File: src/design/rv_defines.svh
`default_nettype none

`ifndef RV_DEFINES_SVH
`define RV_DEFINES_SVH

// Data and address width
`define XLEN 32

// Architectural registers
`define NUM_REGS 32
`define REG_AW 5

// First fetch address
`define RESET_PC 32'h0000_0000

`endif

`default_nettype wire
File: src/design/rv_ctrl_pkg.sv
`default_nettype none

package rv_ctrl_pkg;

  typedef enum logic [3:0] {
    S_FETCH, S_DECODE,
    S_MEM_ADR, S_MEM_READ, S_MEM_WB, S_MEM_WRITE,
    S_EXEC_R, S_EXEC_I, S_ALU_WB,
    S_BRANCH, S_JAL, S_LUI
  } fsm_state_t;

  typedef enum logic {
    ADR_PC,
    ADR_ALU_OUT
  } adr_src_t;

  typedef enum logic [1:0] {
    SRC_A_PC,
    SRC_A_OLD_PC,
    SRC_A_REG
  } src_a_t;

  typedef enum logic [1:0] {
    SRC_B_REG,
    SRC_B_IMM,
    SRC_B_FOUR
  } src_b_t;

  // Result bus also feeds the PC
  typedef enum logic [1:0] {
    RES_ALU_OUT,
    RES_DATA,
    RES_ALU
  } result_src_t;

endpackage

`default_nettype wire

File: src/design/rv_isa_pkg.sv
`default_nettype none

package rv_isa_pkg;

  // Major opcodes, instr[6:0]
  typedef enum logic [6:0] {
    OP_LUI    = 7'b0110111,
    OP_JAL    = 7'b1101111,
    OP_BRANCH = 7'b1100011,
    OP_LOAD   = 7'b0000011,
    OP_STORE  = 7'b0100011,
    OP_IMM    = 7'b0010011,
    OP_REG    = 7'b0110011
  } opcode_t;

  typedef enum logic [3:0] {
    ALU_ADD    = 4'd0,
    ALU_SUB    = 4'd1,
    ALU_AND    = 4'd2,
    ALU_OR     = 4'd3,
    ALU_XOR    = 4'd4,
    ALU_SLT    = 4'd5,
    ALU_PASS_B = 4'd6  // LUI
  } alu_op_t;

  typedef enum logic [2:0] {
    IMM_I = 3'd0,
    IMM_S = 3'd1,
    IMM_B = 3'd2,
    IMM_U = 3'd3,
    IMM_J = 3'd4
  } imm_fmt_t;

endpackage

`default_nettype wire

File: src/design/rv_multicycle_core.sv
`include "rv_defines.svh"
`timescale 1ns/1ps
`default_nettype none

module rv_multicycle_core (
  input  logic             clk,
  input  logic             rst_n,
  output logic [`XLEN-1:0] mem_addr,
  output logic [`XLEN-1:0] mem_wdata,
  output logic             mem_we,
  input  logic [`XLEN-1:0] mem_rdata
);
  import rv_isa_pkg::*;
  import rv_ctrl_pkg::*;

  logic [`XLEN-1:0] instr;
  logic [`XLEN-1:0] result;
  logic [`XLEN-1:0] rd1;
  logic [`XLEN-1:0] rd2;
  logic [`XLEN-1:0] imm_ext;
  logic             zero;
  logic             pc_write;
  logic             ir_write;
  alu_op_t          alu_op;
  adr_src_t         adr_src;
  src_a_t           src_a;
  src_b_t           src_b;
  result_src_t      result_src;

  datapath u_datapath (
    .clk        (clk),
    .rst_n      (rst_n),
    .mem_rdata  (mem_rdata),
    .pc_write   (pc_write),
    .ir_write   (ir_write),
    .adr_src    (adr_src),
    .src_a      (src_a),
    .src_b      (src_b),
    .result_src (result_src),
    .alu_op     (alu_op),
    .rd1        (rd1),
    .rd2        (rd2),
    .imm_ext    (imm_ext),
    .instr      (instr),
    .result     (result),
    .mem_addr   (mem_addr),
    .mem_wdata  (mem_wdata),
    .zero       (zero)
  );

  decode_stage u_decode (
    .clk        (clk),
    .rst_n      (rst_n),
    .instr      (instr),
    .result     (result),
    .zero       (zero),
    .rd1        (rd1),
    .rd2        (rd2),
    .imm_ext    (imm_ext),
    .alu_op     (alu_op),
    .pc_write   (pc_write),
    .ir_write   (ir_write),
    .mem_we     (mem_we),
    .adr_src    (adr_src),
    .src_a      (src_a),
    .src_b      (src_b),
    .result_src (result_src)
  );

endmodule

`default_nettype wire

File: src/design/datapath.sv
`include "rv_defines.svh"
`timescale 1ns/1ps
`default_nettype none

module datapath (
  input  logic                     clk,
  input  logic                     rst_n,
  input  logic [`XLEN-1:0]         mem_rdata,
  input  logic                     pc_write,
  input  logic                     ir_write,
  input  rv_ctrl_pkg::adr_src_t    adr_src,
  input  rv_ctrl_pkg::src_a_t      src_a,
  input  rv_ctrl_pkg::src_b_t      src_b,
  input  rv_ctrl_pkg::result_src_t result_src,
  input  rv_isa_pkg::alu_op_t      alu_op,
  input  logic [`XLEN-1:0]         rd1,
  input  logic [`XLEN-1:0]         rd2,
  input  logic [`XLEN-1:0]         imm_ext,
  output logic [`XLEN-1:0]         instr,
  output logic [`XLEN-1:0]         result,
  output logic [`XLEN-1:0]         mem_addr,
  output logic [`XLEN-1:0]         mem_wdata,
  output logic                     zero
);
  import rv_ctrl_pkg::*;

  logic [`XLEN-1:0] pc;
  logic [`XLEN-1:0] old_pc;
  logic [`XLEN-1:0] data_q;
  logic [`XLEN-1:0] a_q;
  logic [`XLEN-1:0] b_q;
  logic [`XLEN-1:0] alu_out;
  logic [`XLEN-1:0] alu_a;
  logic [`XLEN-1:0] alu_b;
  logic [`XLEN-1:0] alu_y;

  always_ff @(posedge clk or negedge rst_n) begin
    if (!rst_n) begin
      pc    <= `RESET_PC;
      instr <= '0;
    end else begin
      if (pc_write) pc <= result;
      if (ir_write) instr <= mem_rdata;
    end
  end

  // Temporaries load every cycle
  always_ff @(posedge clk) begin
    if (ir_write) old_pc <= pc;
    data_q  <= mem_rdata;
    a_q     <= rd1;
    b_q     <= rd2;
    alu_out <= alu_y;
  end

  assign mem_addr  = (adr_src == ADR_PC) ? pc : alu_out;
  assign mem_wdata = b_q;

  always_comb begin
    case (src_a)
      SRC_A_PC:     alu_a = pc;
      SRC_A_OLD_PC: alu_a = old_pc;
      default:      alu_a = a_q;
    endcase
  end

  always_comb begin
    case (src_b)
      SRC_B_IMM:  alu_b = imm_ext;
      SRC_B_FOUR: alu_b = `XLEN'd4;
      default:    alu_b = b_q;
    endcase
  end

  alu u_alu (
    .a    (alu_a),
    .b    (alu_b),
    .op   (alu_op),
    .y    (alu_y),
    .zero (zero)
  );

  always_comb begin
    case (result_src)
      RES_DATA: result = data_q;
      RES_ALU:  result = alu_y;
      default:  result = alu_out;
    endcase
  end

endmodule

`default_nettype wire

File: src/design/alu.sv
`include "rv_defines.svh"
`timescale 1ns/1ps
`default_nettype none

module alu (
  input  logic [`XLEN-1:0]    a,
  input  logic [`XLEN-1:0]    b,
  input  rv_isa_pkg::alu_op_t op,
  output logic [`XLEN-1:0]    y,
  output logic                zero
);
  import rv_isa_pkg::*;

  logic lt;

  assign lt = $signed(a) < $signed(b);

  always_comb begin
    case (op)
      ALU_ADD:    y = a + b;
      ALU_SUB:    y = a - b;
      ALU_AND:    y = a & b;
      ALU_OR:     y = a | b;
      ALU_XOR:    y = a ^ b;
      ALU_SLT:    y = {{(`XLEN-1){1'b0}}, lt};
      ALU_PASS_B: y = b;
      default:    y = a + b;
    endcase
  end

  assign zero = (y == '0);  // Branch compare

endmodule

`default_nettype wire

File: src/design/decode_stage.sv
`include "rv_defines.svh"
`timescale 1ns/1ps
`default_nettype none

module decode_stage (
  input  logic                     clk,
  input  logic                     rst_n,
  input  logic [`XLEN-1:0]         instr,
  input  logic [`XLEN-1:0]         result,
  input  logic                     zero,
  output logic [`XLEN-1:0]         rd1,
  output logic [`XLEN-1:0]         rd2,
  output logic [`XLEN-1:0]         imm_ext,
  output rv_isa_pkg::alu_op_t      alu_op,
  output logic                     pc_write,
  output logic                     ir_write,
  output logic                     mem_we,
  output rv_ctrl_pkg::adr_src_t    adr_src,
  output rv_ctrl_pkg::src_a_t      src_a,
  output rv_ctrl_pkg::src_b_t      src_b,
  output rv_ctrl_pkg::result_src_t result_src
);
  import rv_isa_pkg::*;
  import rv_ctrl_pkg::*;

  opcode_t            opcode;
  logic [2:0]         funct3;
  logic [`REG_AW-1:0] rd;
  logic [`REG_AW-1:0] rs1;
  logic [`REG_AW-1:0] rs2;
  alu_op_t            dec_alu_op;
  logic               reg_write;
  fsm_state_t         state;

  instr_decoder u_decoder (
    .instr   (instr),
    .opcode  (opcode),
    .funct3  (funct3),
    .rd      (rd),
    .rs1     (rs1),
    .rs2     (rs2),
    .imm_ext (imm_ext),
    .alu_op  (dec_alu_op)
  );

  reg_file u_reg_file (
    .clk    (clk),
    .rst_n  (rst_n),
    .addr1  (rs1),
    .addr2  (rs2),
    .addr3  (rd),  // IR is stable for the whole instruction
    .we     (reg_write),
    .wdata  (result),
    .rdata1 (rd1),
    .rdata2 (rd2)
  );

  control_fsm u_fsm (
    .clk        (clk),
    .rst_n      (rst_n),
    .opcode     (opcode),
    .funct3     (funct3),
    .zero       (zero),
    .state      (state),
    .pc_write   (pc_write),
    .ir_write   (ir_write),
    .reg_write  (reg_write),
    .mem_we     (mem_we),
    .adr_src    (adr_src),
    .src_a      (src_a),
    .src_b      (src_b),
    .result_src (result_src)
  );

  // PC arithmetic states always add
  assign alu_op = (state == S_FETCH || state == S_DECODE || state == S_JAL) ?
                  ALU_ADD : dec_alu_op;

endmodule

`default_nettype wire

File: src/design/control_fsm.sv
`timescale 1ns/1ps
`default_nettype none

module control_fsm (
  input  logic                     clk,
  input  logic                     rst_n,
  input  rv_isa_pkg::opcode_t      opcode,
  input  logic [2:0]               funct3,
  input  logic                     zero,
  output rv_ctrl_pkg::fsm_state_t  state,
  output logic                     pc_write,
  output logic                     ir_write,
  output logic                     reg_write,
  output logic                     mem_we,
  output rv_ctrl_pkg::adr_src_t    adr_src,
  output rv_ctrl_pkg::src_a_t      src_a,
  output rv_ctrl_pkg::src_b_t      src_b,
  output rv_ctrl_pkg::result_src_t result_src
);
  import rv_isa_pkg::*;
  import rv_ctrl_pkg::*;

  fsm_state_t state_next;

  always_ff @(posedge clk or negedge rst_n) begin
    if (!rst_n) state <= S_FETCH;
    else        state <= state_next;
  end

  always_comb begin
    state_next = S_FETCH;
    case (state)
      S_FETCH:  state_next = S_DECODE;
      S_DECODE: begin
        case (opcode)
          OP_LOAD, OP_STORE: state_next = S_MEM_ADR;
          OP_REG:            state_next = S_EXEC_R;
          OP_IMM:            state_next = S_EXEC_I;
          OP_BRANCH:         state_next = S_BRANCH;
          OP_JAL:            state_next = S_JAL;
          OP_LUI:            state_next = S_LUI;
          default:           state_next = S_FETCH;  // Unknown opcode acts as a no-op
        endcase
      end
      S_MEM_ADR:  state_next = (opcode == OP_LOAD) ? S_MEM_READ : S_MEM_WRITE;
      S_MEM_READ: state_next = S_MEM_WB;
      S_EXEC_R, S_EXEC_I, S_JAL, S_LUI: state_next = S_ALU_WB;
      default:    state_next = S_FETCH;
    endcase
  end

  // Moore outputs, except the branch decision
  always_comb begin
    pc_write   = 1'b0;
    ir_write   = 1'b0;
    reg_write  = 1'b0;
    mem_we     = 1'b0;
    adr_src    = ADR_PC;
    src_a      = SRC_A_REG;
    src_b      = SRC_B_REG;
    result_src = RES_ALU_OUT;
    case (state)
      S_FETCH: begin
        ir_write   = 1'b1;
        pc_write   = 1'b1;
        src_a      = SRC_A_PC;
        src_b      = SRC_B_FOUR;
        result_src = RES_ALU;  // PC + 4 straight from the ALU
      end
      S_DECODE: begin
        src_a = SRC_A_OLD_PC;  // Branch/jump target
        src_b = SRC_B_IMM;
      end
      S_MEM_ADR: src_b = SRC_B_IMM;
      S_MEM_READ: adr_src = ADR_ALU_OUT;
      S_MEM_WB: begin
        result_src = RES_DATA;
        reg_write  = 1'b1;
      end
      S_MEM_WRITE: begin
        adr_src = ADR_ALU_OUT;
        mem_we  = 1'b1;
      end
      S_EXEC_I: src_b = SRC_B_IMM;
      S_ALU_WB: reg_write = 1'b1;
      S_BRANCH: pc_write = zero ^ funct3[0];  // BEQ on zero, BNE otherwise
      S_JAL: begin
        pc_write = 1'b1;
        src_a    = SRC_A_OLD_PC;  // Link value into ALU-out
        src_b    = SRC_B_FOUR;
      end
      S_LUI: src_b = SRC_B_IMM;
      default: ;
    endcase
  end

endmodule

`default_nettype wire

File: src/design/reg_file.sv
`include "rv_defines.svh"
`timescale 1ns/1ps
`default_nettype none

module reg_file (
  input  logic               clk,
  input  logic               rst_n,
  input  logic [`REG_AW-1:0] addr1,
  input  logic [`REG_AW-1:0] addr2,
  input  logic [`REG_AW-1:0] addr3,  // Write port
  input  logic               we,
  input  logic [`XLEN-1:0]   wdata,
  output logic [`XLEN-1:0]   rdata1,
  output logic [`XLEN-1:0]   rdata2
);

  logic [`XLEN-1:0] regs [`NUM_REGS];

  always_ff @(posedge clk or negedge rst_n) begin
    if (!rst_n) begin
      for (int i = 0; i < `NUM_REGS; i++) begin
        regs[i] <= '0;
      end
    end else if (we && addr3 != '0) begin
      regs[addr3] <= wdata;
    end
  end

  // x0 reads as zero
  assign rdata1 = (addr1 == '0) ? '0 : regs[addr1];
  assign rdata2 = (addr2 == '0) ? '0 : regs[addr2];

endmodule

`default_nettype wire

File: src/design/instr_decoder.sv
`include "rv_defines.svh"
`timescale 1ns/1ps
`default_nettype none

module instr_decoder (
  input  logic [`XLEN-1:0]    instr,
  output rv_isa_pkg::opcode_t opcode,
  output logic [2:0]          funct3,
  output logic [`REG_AW-1:0]  rd,
  output logic [`REG_AW-1:0]  rs1,
  output logic [`REG_AW-1:0]  rs2,
  output logic [`XLEN-1:0]    imm_ext,
  output rv_isa_pkg::alu_op_t alu_op
);
  import rv_isa_pkg::*;

  imm_fmt_t imm_fmt;
  logic     funct7_b5;

  assign opcode    = opcode_t'(instr[6:0]);
  assign funct3    = instr[14:12];
  assign funct7_b5 = instr[30];  // SUB vs ADD
  assign rd        = instr[11:7];
  assign rs1       = instr[19:15];
  assign rs2       = instr[24:20];

  always_comb begin
    case (opcode)
      OP_STORE:  imm_fmt = IMM_S;
      OP_BRANCH: imm_fmt = IMM_B;
      OP_LUI:    imm_fmt = IMM_U;
      OP_JAL:    imm_fmt = IMM_J;
      default:   imm_fmt = IMM_I;  // Loads and OP-IMM
    endcase
  end

  always_comb begin
    case (imm_fmt)
      IMM_I:   imm_ext = {{20{instr[31]}}, instr[31:20]};
      IMM_S:   imm_ext = {{20{instr[31]}}, instr[31:25], instr[11:7]};
      IMM_B:   imm_ext = {{19{instr[31]}}, instr[31], instr[7], instr[30:25], instr[11:8], 1'b0};
      IMM_U:   imm_ext = {instr[31:12], 12'b0};
      IMM_J:   imm_ext = {{11{instr[31]}}, instr[31], instr[19:12], instr[20], instr[30:21], 1'b0};
      default: imm_ext = '0;
    endcase
  end

  always_comb begin
    alu_op = ALU_ADD;  // Loads, stores
    case (opcode)
      OP_REG, OP_IMM: begin
        case (funct3)
          3'b000:  alu_op = (opcode == OP_REG && funct7_b5) ? ALU_SUB : ALU_ADD;
          3'b010:  alu_op = ALU_SLT;
          3'b100:  alu_op = ALU_XOR;
          3'b110:  alu_op = ALU_OR;
          3'b111:  alu_op = ALU_AND;
          default: alu_op = ALU_ADD;
        endcase
      end
      OP_BRANCH: alu_op = ALU_SUB;
      OP_LUI:    alu_op = ALU_PASS_B;
      default:   alu_op = ALU_ADD;
    endcase
  end

endmodule

`default_nettype wire

File: config.mk
export PLATFORM = sky130hd
export DESIGN_NAME = rv_multicycle_core
export DESIGN_NICKNAME = d
export VERILOG_FILES = /design/src/design/rv_ctrl_pkg.sv /design/src/design/rv_isa_pkg.sv /design/src/design/rv_multicycle_core.sv /design/src/design/datapath.sv /design/src/design/alu.sv /design/src/design/decode_stage.sv /design/src/design/control_fsm.sv /design/src/design/reg_file.sv /design/src/design/instr_decoder.sv
export VERILOG_INCLUDE_DIRS = /design/src /design/src/design
export SDC_FILE = /design/constraint.sdc
export NUM_CORES = 2
export LEC_CHECK = 0
export ABC_CLOCK_PERIOD_IN_PS = 15850
export BUFFER_PORTS_ARGS = -buffer_cell sky130_fd_sc_hd__buf_2
export CORE_AREA = 2 2 347 349
export CTS_BUF_LIST = sky130_fd_sc_hd__clkbuf_4 sky130_fd_sc_hd__clkbuf_8 sky130_fd_sc_hd__clkbuf_16
export CTS_CLUSTER_SIZE = 40
export DETAILED_ROUTE_END_ITERATION = 8
export DIE_AREA = 0 0 349 351
export PLACE_DENSITY = 0.69
export SYNTH_ARGS = -nofsm -noshare
export SYNTH_HDL_FRONTEND = slang
export SYNTH_SLANG_ARGS = --single-unit
File: constraint.sdc
create_clock -name clk -period 15.85 [get_ports clk]
set_input_delay 0.7925 -clock clk [delete_from_list [all_inputs] [get_ports clk]]
set_output_delay 0.7925 -clock clk [all_outputs]
set_load 0.05 [all_outputs]
==> flow_metrics.tcl <==
set metrics [dict create \
    finalSetupViolCount 0 \
    grt_max_degree 151 \
    vias 51700 \
    grtUsageTotal_pct 38.2 \
    final_antenna_net_count 0 \
    grt_pass1_vias 50100 \
    gr-total-overflow 0 \
    cts.repair.resized 0 \
    drt_pass1_iterations 9 \
    synthXorXnorAreaFrac_pct 0.234 \
    max-slew-margin-rel_pct 14.7 \
    crit_fanout 36 \
    vias_per_cell 6.94 \
    ys.flop_type "dfrtp_1" \
    finalSetupTns_ns 0 \
    core-area_um2 119000 \
    min_period_ns 9.08 \
    yosys_register_bits 1252 \
    portBuffers 98 \
    rsz0062_at_grt "false" \
    total_power_w 0.0157 \
    yosysUniqueCellTypes 109 \
    r2r_start "u_decode.u_fsm.state[3]" \
    synthTopCellsByCount "nand2_1 (1153), dfrtp_1 (1092), o21ai_0 (1060), mux4_2 (640), clkbuf_1 (494)" \
    register_area_um2 30900 \
    p_leak_nw 31.3 \
    rows 127 \
    clock_latency_ns 0.78 \
    ir_drop_uv 196 \
    grt_pass1_wl_um 341000 \
    syn_to_final_growth_pct 8.91 \
    cts_tree "done" \
    max_freq_mhz 110 \
    dp_hpwl_um 143000 \
    synth.area.top_cells "dfrtp_1 (41%), mux4_2 (21%), o21ai_0 (7.9%), nand2_1 (6.4%), dfxtp_1 (3.8%)" \
    status "finished, final reports clean" \
    crit_type "reg -> reg" \
    numCtsBuffers 137 \
    synth-simple-area-share_pct 9.72 \
    post-route-period-util_pct 57.3 \
    async_flop_share_pct 87.2 \
    ctsHoldBuffers 0 \
    worst_setup_hold_path_clk_slew_ns 0.06 \
    antenna_found_initial 11 \
    r2r_cells 25 \
    drc 0 \
    synthAdderAreaFrac_pct 1.92 \
    synth_top_family_by_area "multiplexers" \
    dieHeight_um 351 \
    die-area_um2 122000 \
    tightest_slew_ns 1.28 \
    synth_compound_area_share_pct 13.7 \
    yosys_warnings 0 \
    multi_input_area_um2 33900 \
    die_w_um 349 \
    clock_path_buffers 3 \
    dr_wl_met3_um 24300 \
    syn_nets 6183 \
    worst_hold_slack_ns 0.0867 \
    netlist_instances 6047 \
    drv_cap 0 \
    initial_core_util_pct 56.5 \
    syn_area_um2 67300 \
    r2r-end "u_datapath.pc[24]" \
    netlist.area_leader.share_pct 40.6 \
    hp-class "in -> async" \
    place_congestion 0.998 \
    clockRootBuffer "clkbuf_16" \
    drt_iter0_markers 6428 \
    drive_gt1_share_pct 21.9 \
    postSynthAreaPerCell_um2 11.1 \
    synth_edf_count 32 \
    skew_ns 0.0281 \
    detail_route.wl_per_cell_um 31.2 \
    required_ns 16.51 \
    endpoint_kind "register" \
    nets 5926 \
    nFillCells 9314 \
    finalHoldViolCount 0 \
    r2r_slack_ns 6.77 \
    wl_met1_um 89300 \
    synth.largest_area_cell "dfrtp_1" \
    cp-start-kind "register" \
    drv_slew 0 \
    arrival_ns 9.73 \
    synthMuxAreaShare_pct 24.3 \
    highest-signal-layer "met5" \
    drt-total-wl_um 232000 \
    wl_met2_um 107000 \
    power_density_nw_per_um2 215 \
    post_cts_buffers 0 \
    io_pins 99 \
    ctsHtreeMaxLevel 4 \
    cts_sinks 1252 \
    synth.most_common_cell "nand2_1" \
    yosysSeqAreaShare_pct 45.9 \
]
cells by family after synthesis:
group / count (synthesis)
AO/OA/AOI/OAI: 1564
XOR/XNOR: 18
adder cells (fa/ha/maj): 102
buffers and inverters: 736
flip-flops: 1252
multiplexers: 822
AND/OR/NAND/NOR: 1553
through the flow:
step	instance area (µm²)	util (%)	setup slack, ns	cells
2_1_floorplan	67300	-	9.54	6047
3_3_place_gp	68600	57.7	7.10	7199
3_5_place_dp	68600	57.7	7.07	7199
4_1_cts	73200	61.5	7.00	7446
5_1_grt	73300	61.5	6.53	7448
6_report	73300	61.6	6.77	7450
cells in the final DEF, fill, tap and decap left out, types with 20 or more instances in the layout:
cell,netlist,routed
mux2i_1,108,97
inv_1,124,123
dfrtp_1,1092,1083
mux4_2,640,640
clkbuf_4,0,36
nor2b_1,20,20
nor2_1,166,162
buf_4,13,105
a22oi_1,62,62
dfxtp_1,128,128
a21oi_1,101,96
o211ai_1,21,21
nand2_4,2,33
clkbuf_16,0,142
nor3_1,44,41
clkinv_2,0,24
o21ai_0,1060,1054
mux2_2,73,73
nand2_1,1153,1122
buf_2,31,97
edfxtp_1,32,32
a222oi_1,34,34
a221o_1,25,25
nand3_1,29,29
a211oi_1,20,20
ha_1,100,99
clkbuf_8,0,27
power breakdown:
part	switching, W	internal [W]
Clock	0.00136	0.00194
Combinational	0.00528	0.00260
Sequential	0.000728	0.00381
registers in the layout, summed over array words and instances, names as in the netlist:
register / count
u_datapath.a_q: 32
u_datapath.alu_out: 32
u_datapath.data_q: 32
u_datapath.instr: 32
u_datapath.mem_wdata: 32
u_datapath.old_pc: 32
u_datapath.pc: 32
u_decode.u_fsm.state: 4
u_decode.u_reg_file.regs: 1024
worst max-delay path by stage:
stage / endpoint / cells past startpoint / start / slack (ns)
2_1_floorplan: u_datapath.pc[30] / 29 / u_decode.u_fsm.state[3] / 9.54
3_3_place_gp: u_datapath.pc[24] / 25 / u_decode.u_fsm.state[3] / 7.10
3_5_place_dp: u_datapath.pc[30] / 25 / u_decode.u_fsm.state[3] / 7.07
4_1_cts: u_datapath.pc[24] / 25 / u_decode.u_fsm.state[3] / 7.00
5_1_grt: u_datapath.pc[24] / 25 / u_decode.u_fsm.state[3] / 6.53
6_report: u_datapath.pc[24] / 25 / u_decode.u_fsm.state[3] / 6.77
layer usage:
layer  global-route usage, %  vias up
li1                        -    21700
met1                    51.8    26300
met2                    58.5     3016
met3                    9.53      658
met4                    17.6       16
met5                       0        -
worst max-delay path, cell delays in order (launching register included):
cell,delay (ns)
dfrtp_1,0.49
nor2b_1,0.45
nand2b_1,0.23
nand2_1,0.08
o21ai_0,0.10
a22oi_1,0.11
ha_1,0.30
buf_4,0.27
nand2b_1,0.63
nor2_1,0.92
nand3_1,0.15
nand2_1,0.13
inv_1,0.11
fa_1,0.43
nand2b_1,0.18
a21oi_1,0.27
o21ai_0,0.27
a211oi_1,0.71
nor2_1,0.11
xnor2_1,0.15
a221o_1,0.42
or4_4,0.57
nor4_4,0.41
nand3_2,0.76
a211o_1,0.50
a21o_1,0.18
cell type report:
class,count,area share [%]
diodes,4,0.0137
clock inverters,42,0.598
clock buffers,205,5.73
multi-input cells,4059,46.3
flip-flops and latches,1252,42.2
inverters,132,0.683
well taps,1548,2.64
repair buffers,208,1.90
No activity file was read; power rests on OpenSTA's default activity.
